===== src/source/i2c_standby_pkg.sv =====
// Target address is fixed at 0x0C and only write transfers are supported
package i2c_standby_pkg;

  // Address this target answers on the bus
  localparam logic [6:0] TargetAddr = 7'h0C;

  // Line filter depth in synchronized samples
  localparam int FilterLen = 3;
  localparam int FilterCntWidth = $clog2(FilterLen + 1);

  // TTI queue word widths
  localparam int RxDataWidth = 32;
  localparam int RxDescWidth = 32;

  // Byte lanes in one RX data word
  localparam int BytesPerWord = RxDataWidth / 8;
  localparam int LaneWidth = $clog2(BytesPerWord);

  // RX descriptor fields
  localparam int DescCountWidth = 16;
  localparam int DescRestartBit = 16;

  // Data hold timer width
  localparam int HoldWidth = 20;

  // Acquisition stream opcodes from the FSM to the flow block
  typedef enum logic [1:0] {
    ACQ_DATA    = 2'd0,
    ACQ_STOP    = 2'd1,
    ACQ_RESTART = 2'd2
  } acq_op_e;

  // Bit-level target FSM states
  typedef enum logic [2:0] {
    IDLE     = 3'd0,
    ADDR     = 3'd1,
    ADDR_ACK = 3'd2,
    DATA     = 3'd3,
    DATA_ACK = 3'd4,
    IGNORE   = 3'd5
  } fsm_state_e;

endpackage

===== src/source/controller_standby_i2c.sv =====
// Open-drain SDA only with no SCL drive. The TTI queue owner takes every strobe
`timescale 1ns/1ps

module controller_standby_i2c
  import i2c_standby_pkg::*;
(
  input  logic                   clk_i,
  input  logic                   arst_n_i,
  input  logic                   ctrl_scl_i,
  input  logic                   ctrl_sda_i,
  input  logic                   i2c_standby_en_i,
  input  logic [HoldWidth-1:0]   t_hd_dat_i,
  output logic                   ctrl_sda_o,
  output logic                   rx_queue_wvalid_o,
  output logic [RxDataWidth-1:0] rx_queue_wdata_o,
  output logic                   rx_desc_queue_wvalid_o,
  output logic [RxDescWidth-1:0] rx_desc_queue_wdata_o,
  output logic [7:0]             bus_addr_o,
  output logic                   bus_addr_valid_o
);

  // Bit 0 carries SCL and bit 1 carries SDA
  logic [1:0] pad_raw;
  logic [1:0] pad_filt;
  logic       scl_filt;
  logic       sda_filt;
  logic       acq_valid;
  acq_op_e    acq_op;
  logic [7:0] acq_data;

  assign pad_raw  = {ctrl_sda_i, ctrl_scl_i};
  assign scl_filt = pad_filt[0];
  assign sda_filt = pad_filt[1];

  for (genvar g = 0; g < 2; g++) begin : g_line_filter
    i2c_line_filter u_i2c_line_filter (
      .clk_i    (clk_i),
      .arst_n_i (arst_n_i),
      .line_i   (pad_raw[g]),
      .line_o   (pad_filt[g])
    );
  end

  i2c_target_fsm u_i2c_target_fsm (
    .clk_i            (clk_i),
    .arst_n_i         (arst_n_i),
    .scl_i            (scl_filt),
    .sda_i            (sda_filt),
    .target_enable_i  (i2c_standby_en_i),
    .t_hd_dat_i       (t_hd_dat_i),
    .sda_o            (ctrl_sda_o),
    .acq_valid_o      (acq_valid),
    .acq_op_o         (acq_op),
    .acq_data_o       (acq_data),
    .bus_addr_o       (bus_addr_o),
    .bus_addr_valid_o (bus_addr_valid_o)
  );

  flow_standby_i2c u_flow_standby_i2c (
    .clk_i                  (clk_i),
    .arst_n_i               (arst_n_i),
    .acq_valid_i            (acq_valid),
    .acq_op_i               (acq_op),
    .acq_data_i             (acq_data),
    .rx_queue_wvalid_o      (rx_queue_wvalid_o),
    .rx_queue_wdata_o       (rx_queue_wdata_o),
    .rx_desc_queue_wvalid_o (rx_desc_queue_wvalid_o),
    .rx_desc_queue_wdata_o  (rx_desc_queue_wdata_o)
  );

endmodule


===== src/source/flow_standby_i2c.sv =====
// Queue strobes have no back-pressure so the consumer must accept every write
`timescale 1ns/1ps

module flow_standby_i2c
  import i2c_standby_pkg::*;
(
  input  logic                   clk_i,
  input  logic                   arst_n_i,
  input  logic                   acq_valid_i,
  input  acq_op_e                acq_op_i,
  input  logic [7:0]             acq_data_i,
  output logic                   rx_queue_wvalid_o,
  output logic [RxDataWidth-1:0] rx_queue_wdata_o,
  output logic                   rx_desc_queue_wvalid_o,
  output logic [RxDescWidth-1:0] rx_desc_queue_wdata_o
);

  logic [RxDataWidth-1:0]    word_q;
  logic [RxDataWidth-1:0]    flush_word;
  logic [RxDescWidth-1:0]    desc_d;
  logic [LaneWidth-1:0]      lane_q;
  logic [DescCountWidth-1:0] count_q;
  logic                      desc_pend_q;
  logic                      last_lane;

  assign last_lane = (lane_q == LaneWidth'(BytesPerWord - 1));

  // Partial word with lanes not yet written forced to zero
  always_comb begin
    flush_word = '0;
    for (int i = 0; i < BytesPerWord; i++) begin
      if (i < lane_q) begin
        flush_word[8*i +: 8] = word_q[8*i +: 8];
      end
    end
  end

  always_comb begin
    desc_d                       = '0;
    desc_d[DescCountWidth-1:0]   = count_q;
    desc_d[DescRestartBit]       = (acq_op_i == ACQ_RESTART);
  end

  always_ff @(posedge clk_i or negedge arst_n_i) begin
    if (!arst_n_i) begin
      lane_q                 <= '0;
      count_q                <= '0;
      desc_pend_q            <= 1'b0;
      rx_queue_wvalid_o      <= 1'b0;
      rx_desc_queue_wvalid_o <= 1'b0;
    end else begin
      rx_queue_wvalid_o      <= 1'b0;
      rx_desc_queue_wvalid_o <= desc_pend_q;
      desc_pend_q            <= 1'b0;

      if (acq_valid_i) begin
        if (acq_op_i == ACQ_DATA) begin
          lane_q  <= lane_q + 1'b1;
          count_q <= count_q + 1'b1;
          if (last_lane) begin
            rx_queue_wvalid_o <= 1'b1;
          end
        end else begin
          lane_q  <= '0;
          count_q <= '0;
          // Descriptor waits one cycle behind a flushed partial word
          if (lane_q != '0) begin
            rx_queue_wvalid_o <= 1'b1;
            desc_pend_q       <= 1'b1;
          end else begin
            rx_desc_queue_wvalid_o <= 1'b1;
          end
        end
      end
    end
  end

  // Little-endian packing, first byte of the word in bits 7:0
  always_ff @(posedge clk_i) begin
    if (acq_valid_i) begin
      if (acq_op_i == ACQ_DATA) begin
        word_q[{lane_q, 3'b000} +: 8] <= acq_data_i;
        if (last_lane) begin
          rx_queue_wdata_o <= {acq_data_i, word_q[RxDataWidth-9:0]};
        end
      end else begin
        rx_queue_wdata_o      <= flush_word;
        rx_desc_queue_wdata_o <= desc_d;
      end
    end
  end

endmodule


===== src/source/i2c_target_fsm.sv =====
// Write-only target with no clock stretching. Read addresses are reported but NACKed
`timescale 1ns/1ps

module i2c_target_fsm
  import i2c_standby_pkg::*;
(
  input  logic                 clk_i,
  input  logic                 arst_n_i,
  input  logic                 scl_i,
  input  logic                 sda_i,
  input  logic                 target_enable_i,
  input  logic [HoldWidth-1:0] t_hd_dat_i,
  output logic                 sda_o,
  output logic                 acq_valid_o,
  output acq_op_e              acq_op_o,
  output logic [7:0]           acq_data_o,
  output logic [7:0]           bus_addr_o,
  output logic                 bus_addr_valid_o
);

  fsm_state_e           state_q;
  logic                 scl_q;
  logic                 sda_q;
  logic [3:0]           bit_cnt_q;
  logic [7:0]           byte_q;
  logic [7:0]           byte_next;
  logic                 xfer_active_q;
  logic                 hold_active_q;
  logic [HoldWidth-1:0] hold_cnt_q;
  logic                 sda_pend_q;
  logic                 scl_rise;
  logic                 scl_fall;
  logic                 start_det;
  logic                 stop_det;
  logic                 shifting;
  logic                 byte_fall;
  logic                 addr_hit;
  logic                 addr_ok;

  assign scl_rise  = scl_i & ~scl_q;
  assign scl_fall  = ~scl_i & scl_q;
  // START and STOP are SDA edges while SCL stays high
  assign start_det = scl_i & scl_q & sda_q & ~sda_i;
  assign stop_det  = scl_i & scl_q & ~sda_q & sda_i;

  assign shifting  = scl_rise && (state_q == ADDR || state_q == DATA);
  assign byte_next = {byte_q[6:0], sda_i};
  assign byte_fall = scl_fall && (bit_cnt_q == 4'd8);

  // Match on the byte being completed, RnW ignored
  assign addr_hit  = (byte_next[7:1] == TargetAddr);
  // Full byte already shifted in when the 8th falling edge arrives
  assign addr_ok   = target_enable_i && (byte_q[7:1] == TargetAddr) && !byte_q[0];

  always_ff @(posedge clk_i or negedge arst_n_i) begin
    if (!arst_n_i) begin
      state_q          <= IDLE;
      scl_q            <= 1'b1;
      sda_q            <= 1'b1;
      bit_cnt_q        <= '0;
      xfer_active_q    <= 1'b0;
      hold_active_q    <= 1'b0;
      hold_cnt_q       <= '0;
      sda_pend_q       <= 1'b1;
      sda_o            <= 1'b1;
      acq_valid_o      <= 1'b0;
      acq_op_o         <= ACQ_DATA;
      bus_addr_valid_o <= 1'b0;
    end else begin
      scl_q            <= scl_i;
      sda_q            <= sda_i;
      acq_valid_o      <= 1'b0;
      bus_addr_valid_o <= 1'b0;

      // Apply the pending SDA level once the data hold time has elapsed
      if (hold_active_q) begin
        if (hold_cnt_q == '0) begin
          sda_o         <= sda_pend_q;
          hold_active_q <= 1'b0;
        end else begin
          hold_cnt_q <= hold_cnt_q - 1'b1;
        end
      end

      if (start_det || stop_det) begin
        // Close the transfer only if its address was ACKed
        if (xfer_active_q) begin
          acq_valid_o <= 1'b1;
          acq_op_o    <= stop_det ? ACQ_STOP : ACQ_RESTART;
        end
        xfer_active_q <= 1'b0;
        hold_active_q <= 1'b0;
        sda_o         <= 1'b1;
        bit_cnt_q     <= '0;
        state_q       <= start_det ? ADDR : IDLE;
      end else begin
        unique case (state_q)
          ADDR, DATA: begin
            if (scl_rise) begin
              bit_cnt_q <= bit_cnt_q + 1'b1;
              if (bit_cnt_q == 4'd7) begin
                if (state_q == ADDR) begin
                  bus_addr_valid_o <= addr_hit;
                end else begin
                  acq_valid_o <= 1'b1;
                  acq_op_o    <= ACQ_DATA;
                end
              end
            end else if (byte_fall) begin
              hold_active_q <= 1'b1;
              hold_cnt_q    <= t_hd_dat_i;
              if (state_q == ADDR) begin
                xfer_active_q <= addr_ok;
                sda_pend_q    <= ~addr_ok;
                state_q       <= ADDR_ACK;
              end else begin
                sda_pend_q <= 1'b0;
                state_q    <= DATA_ACK;
              end
            end
          end
          ADDR_ACK, DATA_ACK: begin
            // 9th falling edge ends the ACK slot
            if (scl_fall) begin
              hold_active_q <= 1'b1;
              hold_cnt_q    <= t_hd_dat_i;
              sda_pend_q    <= 1'b1;
              bit_cnt_q     <= '0;
              state_q       <= xfer_active_q ? DATA : IGNORE;
            end
          end
          IDLE, IGNORE: begin
            // Only START or STOP leaves these states
          end
          default: state_q <= IDLE;
        endcase
      end
    end
  end

  // Shift register and captured bytes
  always_ff @(posedge clk_i) begin
    if (shifting) begin
      byte_q <= byte_next;
      if (bit_cnt_q == 4'd7) begin
        if (state_q == ADDR) begin
          bus_addr_o <= byte_next;
        end else begin
          acq_data_o <= byte_next;
        end
      end
    end
  end

endmodule


===== src/source/i2c_line_filter.sv =====
// Output lags a settled pad by 2 + FilterLen clocks and idles high after reset
`timescale 1ns/1ps

module i2c_line_filter
  import i2c_standby_pkg::*;
(
  input  logic clk_i,
  input  logic arst_n_i,
  input  logic line_i,
  output logic line_o
);

  // Two-flop resynchronizer, oldest sample in bit 1
  logic [1:0] sync_q;

  // Run length of samples that differ from the current output
  logic [FilterCntWidth-1:0] stable_cnt_q;

  always_ff @(posedge clk_i or negedge arst_n_i) begin
    if (!arst_n_i) begin
      sync_q       <= 2'b11;
      stable_cnt_q <= '0;
      line_o       <= 1'b1;
    end else begin
      sync_q <= {sync_q[0], line_i};

      if (sync_q[1] == line_o) begin
        // Glitch ended or line agrees, start over
        stable_cnt_q <= '0;
      end else if (stable_cnt_q == FilterCntWidth'(FilterLen - 1)) begin
        line_o       <= sync_q[1];
        stable_cnt_q <= '0;
      end else begin
        stable_cnt_q <= stable_cnt_q + 1'b1;
      end
    end
  end

endmodule


===== config.mk =====
export PLATFORM = sky130hd
export DESIGN_NAME = controller_standby_i2c
export DESIGN_NICKNAME = d
export VERILOG_FILES = /design/src/source/i2c_standby_pkg.sv /design/src/source/controller_standby_i2c.sv /design/src/source/flow_standby_i2c.sv /design/src/source/i2c_target_fsm.sv /design/src/source/i2c_line_filter.sv
export SDC_FILE = /design/constraint.sdc
export NUM_CORES = 1
export LEC_CHECK = 0
export ABC_AREA = 1
export BUFFER_PORTS_ARGS = -buffer_cell sky130_fd_sc_hd__buf_4
export CAP_MARGIN = 20
export CORE_UTILIZATION = 45
export CTS_CLUSTER_DIAMETER = 200
export CTS_CLUSTER_SIZE = 8
export DETAILED_ROUTE_END_ITERATION = 10
export PLACE_DENSITY = 0.74
export SYNTH_ARGS = -nofsm -noshare
export SYNTH_HDL_FRONTEND = slang
export SYNTH_SLANG_ARGS = --single-unit

===== constraint.sdc =====
create_clock -name clk_i -period 7.21 [get_ports clk_i]
set_input_delay 1.0815 -clock clk_i [delete_from_list [all_inputs] [get_ports clk_i]]
set_output_delay 1.0815 -clock clk_i [all_outputs]
set_load 0.03 [all_outputs]

# Yosys cells after proc, flatten, opt, wreduce, memory -nomap -nowiden
# Cells that the tools add are included.
[totals]
reg_bits = 173
out_inout_bits = 76
wordCells = 200
[op_classes]
n_addsub = 7
magnitude_cmp = 3
eq_ne = 27
n_shift = 2
muxes = 78
bitwise_logic = 17
reduce_logical = 36
[ops]
columns = ["cell", "count"]
rows = [
  ["20-bit 2-to-1 mux", 6],
  ["20-bit one-hot mux with 2 select lines", 1],
  ["1-bit 2-to-1 mux", 39],
  ["32-bit bitwise mux", 1],
  ["32-bit 2-to-1 mux", 1],
  ["8-bit by 7-bit variable shift with 32-bit output, first input constant", 1],
  ["8-bit by 7-bit variable part select with 32-bit output", 1],
  ["2-bit 2-to-1 mux", 12],
  ["24-bit 2-to-1 mux", 1],
  ["8-bit 2-to-1 mux", 3],
  ["20-bit zero test", 1],
  ["20-bit by 1-bit subtractor with 20-bit output, second input constant", 1],
  ["3-bit 2-to-1 mux", 6],
  ["2-bit nonzero test", 9],
  ["16-bit by 1-bit adder with 16-bit output, second input constant", 1],
  ["16-bit 2-to-1 mux", 1],
  ["7-bit by 4-bit == test with 1-bit output, second input constant", 2],
  ["4-bit 2-to-1 mux", 3],
  ["2-bit AND reduction", 6],
  ["2-bit by 1-bit inequality test with 1-bit output, second input constant", 5],
  ["1-bit inverter", 10],
  ["5-bit AND reduction", 2],
  ["3-bit by 1-bit inequality test with 1-bit output, second input constant", 3],
  ["3-bit one-hot mux with 3 select lines", 1],
  ["other kinds (26)", 53],
]

# Depth between registers and ports, before layout
[depth]
depth_word = 8
depth_mapped = 12
depth_no_buf = 12

# By module
# Synthesis repeated with hierarchy kept, for this count alone.
[hier_totals]
hier_cells = 761
area_unflattened_um2 = 7472.2
[by_module_without_submodules]
columns = ["mod", "instances", "cells_each", "area_each_um2", "seq_area_each_um2"]
rows = [
  ["flow_standby_i2c", 1, 335, 3868.7, 2717.6],
  ["i2c_target_fsm", 1, 384, 3223.1, 1651.6],
  ["i2c_line_filter", 2, 21, 190.2, 128.9],
]

# Worst setup path before layout
# OpenSTA, ideal clock, no wires.
[synth_path]
kind = "reg-to-reg"
from = "register u_i2c_target_fsm.acq_valid_o"
to = "register u_flow_standby_i2c.rx_queue_wdata_o[0] (enable)"
setup_ns = 0.389
t_arrival_ns = 2.135
required_ns = 6.821
slack_ns = 4.685
path_stages_with_launch = 5
path_buffers = 0
cell_sequence = "dfrtp_1 -> inv_2 -> nor2_2 -> inv_2 -> nand2_1"
[synth_via]
elab_chain_len = 1
[synth_lines]
columns = ["element", "line", "source"]
rows = [
  ["start, declared", "i2c_target_fsm.sv:14", "output logic acq_valid_o,"],
  ["start signal, assigned", "i2c_target_fsm.sv:66", "acq_valid_o <= 1'b0;"],
  ["start signal, assigned", "i2c_target_fsm.sv:72", "acq_valid_o <= 1'b0;"],
  ["start signal, assigned", "i2c_target_fsm.sv:88", "acq_valid_o <= 1'b1;"],
  ["2-bit AND reduction (no line)", "--", ""],
  ["end signal, assigned", "flow_standby_i2c.sv:84", "rx_queue_wdata_o <= {acq_data_i, word_q[RxDataWidth-9:0]};"],
  ["end signal, assigned", "flow_standby_i2c.sv:87", "rx_queue_wdata_o <= flush_word;"],
  ["end, declared", "flow_standby_i2c.sv:13", "output logic [RxDataWidth-1:0] rx_queue_wdata_o,"],
]
# No other way between the ends.
# A chain may end at the register's enable or synchronous reset.

# Worst setup path after layout
[layout_path]
from = "register u_i2c_target_fsm.sda_o"
to = "output port ctrl_sda_o"
[layout_lines]
columns = ["element", "line", "source"]
rows = [
  ["start, declared", "i2c_target_fsm.sv:13", "output logic sda_o,"],
  ["start signal, assigned", "i2c_target_fsm.sv:78", "sda_o <= sda_pend_q;"],
  ["end, declared", "controller_standby_i2c.sv:13", "output logic ctrl_sda_o,"],
]
# No word-level cell between the ends.

==> impl_metrics.toml <==
[flow_run]
maxCapViolCount = 0

[grt]
grt_pass1_vias = 4357
grt_pass1_wl_um = 20500
antenna_found_initial = 0
grt_max_degree = 69
gr-total-overflow = 0
track_usage_pct = 16.1

[clocking]
cts_buffers = 17
post-cts-setup-buffers = 0
hold_buffers = 0
clock_latency_ns = 0.43
tritoncts = "done"
clockRootBuffer = "clkbuf_16"
cts.path.max_buffers = 2
cts_resized = 0
clock_sinks = 165
path_clk_slew_ns = 0.06
h-tree-depth = 4

[drt]
via_count = 4917
routed_wl_um = 12700
wl_per_cell_um = 12.0
drc = 0
drt_iter0_markers = 330
via_per_inst = 4.64
drt_first_pass_iters = 5
antenna_left = 0

[worst_setup_path]
max_stage_delay_ns = 0.53
cp.arrival_ns = 1.11
worst-path-max-fanout = 2
critPathTopFamily = "flip-flops"
path_buf_inv = 1
slowest_stage = "dfstp_2"
worstPathCellList = "buf_4"
path_class = "register to output pin"
cp-end-kind = "output pin"
startpoint_type = "register"
crit_required_ns = 6.13

[synthesis]
synth_top_area_cell = "edfxtp_1"
ys_types = 46
yosysTopAreaCellShare_pct = 39.6
synth_cells = 732
ys_async_sr_fraction_pct = 41.2
ys_top_cells_by_area = "edfxtp_1, dfrtp_1, nand2_1"
synthFlopType = "edfxtp_1"
avgSynthCellArea_um2 = 10.0
synth-edff-count = 97
yosysWarningCount = 0
ys_seq_area_share_pct = 62.9
yosys_register_bits = 165
syn_area_um2 = 7350

[floorplan]
core_um2 = 15900
placementRows = 46
initial_core_util_pct = 46.1
ios = 101
die_area_um2 = 16900
die_h_um = 130
die_w_um = 130

[timing]
hold_viol = 0
finalSetupViolCount = 0
maxSlewViolCount = 0
max_freq_mhz = 455
layout_setup_ws_ns = 5.01
relSlewSlack_pct = 43.2
min_period_ns = 2.20
period_share_pct = 30.5
rsz0062_at_grt = "false"
skew_ns = 0.00941
tightestPinTransition_ns = 0.851
final.setup.tns_ns = 0

[pwr]
p_int_w = 0.00191
power_frac_comb_pct = 26.1
powerDensity_nw_per_um2 = 338
power.static_leakage_nw = 3.86
ir_drop_mv = 0.193
clock_power_share_pct = 29.9
seqPwrFrac_pct = 44.0
power.switching_w = 0.00105
p_sw_share_pct = 35.5

[final_layout]
multi_input_area_um2 = 2170
ff_latch_area_um2 = 4630
fillers = 1347
drive_gt1_share_pct = 19.8
num-nets-final = 866
num_antenna_cells = 0
area_growth_pct = 19.3

[place]
gp_congestion = 0.892
dp_slack_ns = 5.07
io_buffers = 85
dp_hpwl_um = 8980

[min_path]
hold_class = "register to register"

[outcome]
status = "complete, no violations"
==> metal layers <==
metal | vias to the layer above | GRT usage [%] | share of wire [%]
met4 | 0 | 7.11 | 1.5
met3 | 14 | 4.18 | 3.8
met5 | - | 0 | 0
met2 | 104 | 25.2 | 49
li1 | 2548 | - | -
met1 | 2251 | 21.1 | 46
==> kinds of logic (layout without fill, tap and decap cells) <==
| group | count (synthesis) | in the layout | share of synthesized area, % |
|---|---|---|---|
| compound gates | 69 | 69 | 5.77 |
| xor+xnor | 7 | 7 | 0.834 |
| fa+ha+maj | 11 | 11 | 1.87 |
| flops | 165 | 165 | 62.9 |
| buf+inv | 143 | 240 | 8.31 |
| other cells | 1 | 15 | 0.0510 |
| simple gates | 336 | 336 | 20.2 |
==> area by class of cell <==
class,instances,area share (%)
timing repair buffer,87,7.53
clock buffer,17,4.85
tap,216,3.08
clock inverter,15,1.88
sequential,165,52.8
inverter,121,5.18
multi-input combinational,438,24.7
==> cell usage after synthesis, types with 2 or more instances <==
master / count
nand2_1: 128
inv_1: 112
nor2_1: 110
edfxtp_1: 97
dfrtp_1: 58
nand3_1: 38
o21ai_0: 27
a21oi_1: 24
buf_4: 17
nor3_1: 17
nand4_1: 14
ha_1: 11
dfstp_2: 10
inv_2: 8
nor2_2: 6
nor2_4: 6
nand2_2: 5
xor2_1: 5
o21a_1: 4
or2_2: 3
and3_1: 2
buf_2: 2
nand3_2: 2
o21ai_1: 2
o21bai_1: 2
xnor2_1: 2
==> state kept, by name, summed over array words and instances, names as in the netlist, 4 cells and up <==
signal and flops:
u_i2c_target_fsm.hold_cnt_q 20, u_i2c_target_fsm.bus_addr_o 8, u_i2c_target_fsm.bit_cnt_q 4, g_line_filter.u_i2c_line_filter.sync_q 4
u_i2c_target_fsm.acq_data_o 8, u_flow_standby_i2c.rx_desc_queue_wdata_o 17, u_i2c_target_fsm.byte_q 8, u_flow_standby_i2c.rx_queue_wdata_o 32
g_line_filter.u_i2c_line_filter.stable_cnt_q 4, u_flow_standby_i2c.count_q 16, u_flow_standby_i2c.word_q 24
==> worst paths after layout <==
path | start | cells after the start | slack (ns) | to
worst max-delay path | u_i2c_target_fsm.sda_o | 1 | 5.01 | ctrl_sda_o
max in group asynchronous | arst_n_i | 1 | 5.89 | u_flow_standby_i2c.count_q[9]
worst min register to register | g_line_filter[0].u_i2c_line_filter.sync_q[0] | 0 | 0.36 | g_line_filter[0].u_i2c_line_filter.sync_q[1]
min in group asynchronous | arst_n_i | 1 | 0.76 | u_i2c_target_fsm.hold_cnt_q[3]
worst max register to register | u_i2c_target_fsm.acq_valid_o | 5 | 5.11 | u_flow_standby_i2c.rx_queue_wdata_o[29]
worst min-delay path | g_line_filter[0].u_i2c_line_filter.sync_q[0] | 0 | 0.36 | g_line_filter[0].u_i2c_line_filter.sync_q[1]
==> metrics by stage <==
stage               hold slack [ns]  instance area (um^2)  util [%]  power (W)  std cells
global route                  0.361                  8770      55.0    0.00317       1059
floorplan                     0.345                  7400         -    0.00192        746
finish                        0.355                  8770      55.0    0.00296       1059
detailed placement            0.347                  8180      51.3    0.00210       1027
global placement              0.346                  8160      51.2    0.00208       1026
CTS                           0.357                  8770      55.0    0.00299       1059
==> cells in the final DEF (no fill, tap or decap), drive strengths merged <==
| master | synthesis | routed |
|---|---|---|
| a31oi | 1 | 1 |
| a21oi | 26 | 26 |
| o22ai | 3 | 3 |
| or2 | 3 | 3 |
| clkinvlp | 0 | 2 |
| nor2 | 122 | 122 |
| a21boi | 1 | 1 |
| o21a | 4 | 4 |
| xor2 | 5 | 5 |
| and3 | 2 | 2 |
| o21ai | 29 | 29 |
| nand4 | 15 | 15 |
| nor3 | 18 | 18 |
| dfstp | 10 | 10 |
| o211ai | 1 | 1 |
| a211oi | 2 | 2 |
| nor3b | 1 | 1 |
| nand2 | 133 | 133 |
| clkinv | 1 | 5 |
| bufinv | 0 | 1 |
| buf | 21 | 87 |
| conb | 1 | 15 |
| or3 | 1 | 1 |
| nand3 | 40 | 40 |
| dfrtp | 58 | 58 |
| ha | 11 | 11 |
| o21bai | 2 | 2 |
| nor4 | 1 | 1 |
| edfxtp | 97 | 97 |
| clkbuf | 1 | 17 |
| xnor2 | 2 | 2 |
| inv | 120 | 128 |
==> power by group through the flow <==
stage | clock network [W] | logic, W | registers, W
2_1_floorplan | 0 | 0.000642 | 0.00128
3_3_place_gp | 0 | 0.000761 | 0.00131
3_5_place_dp | 0 | 0.000778 | 0.00132
4_1_cts | 0.000906 | 0.000780 | 0.00130
5_1_grt | 0.000942 | 0.000900 | 0.00132
6_report | 0.000887 | 0.000773 | 0.00130
No activity file was read; power rests on OpenSTA's default activity.
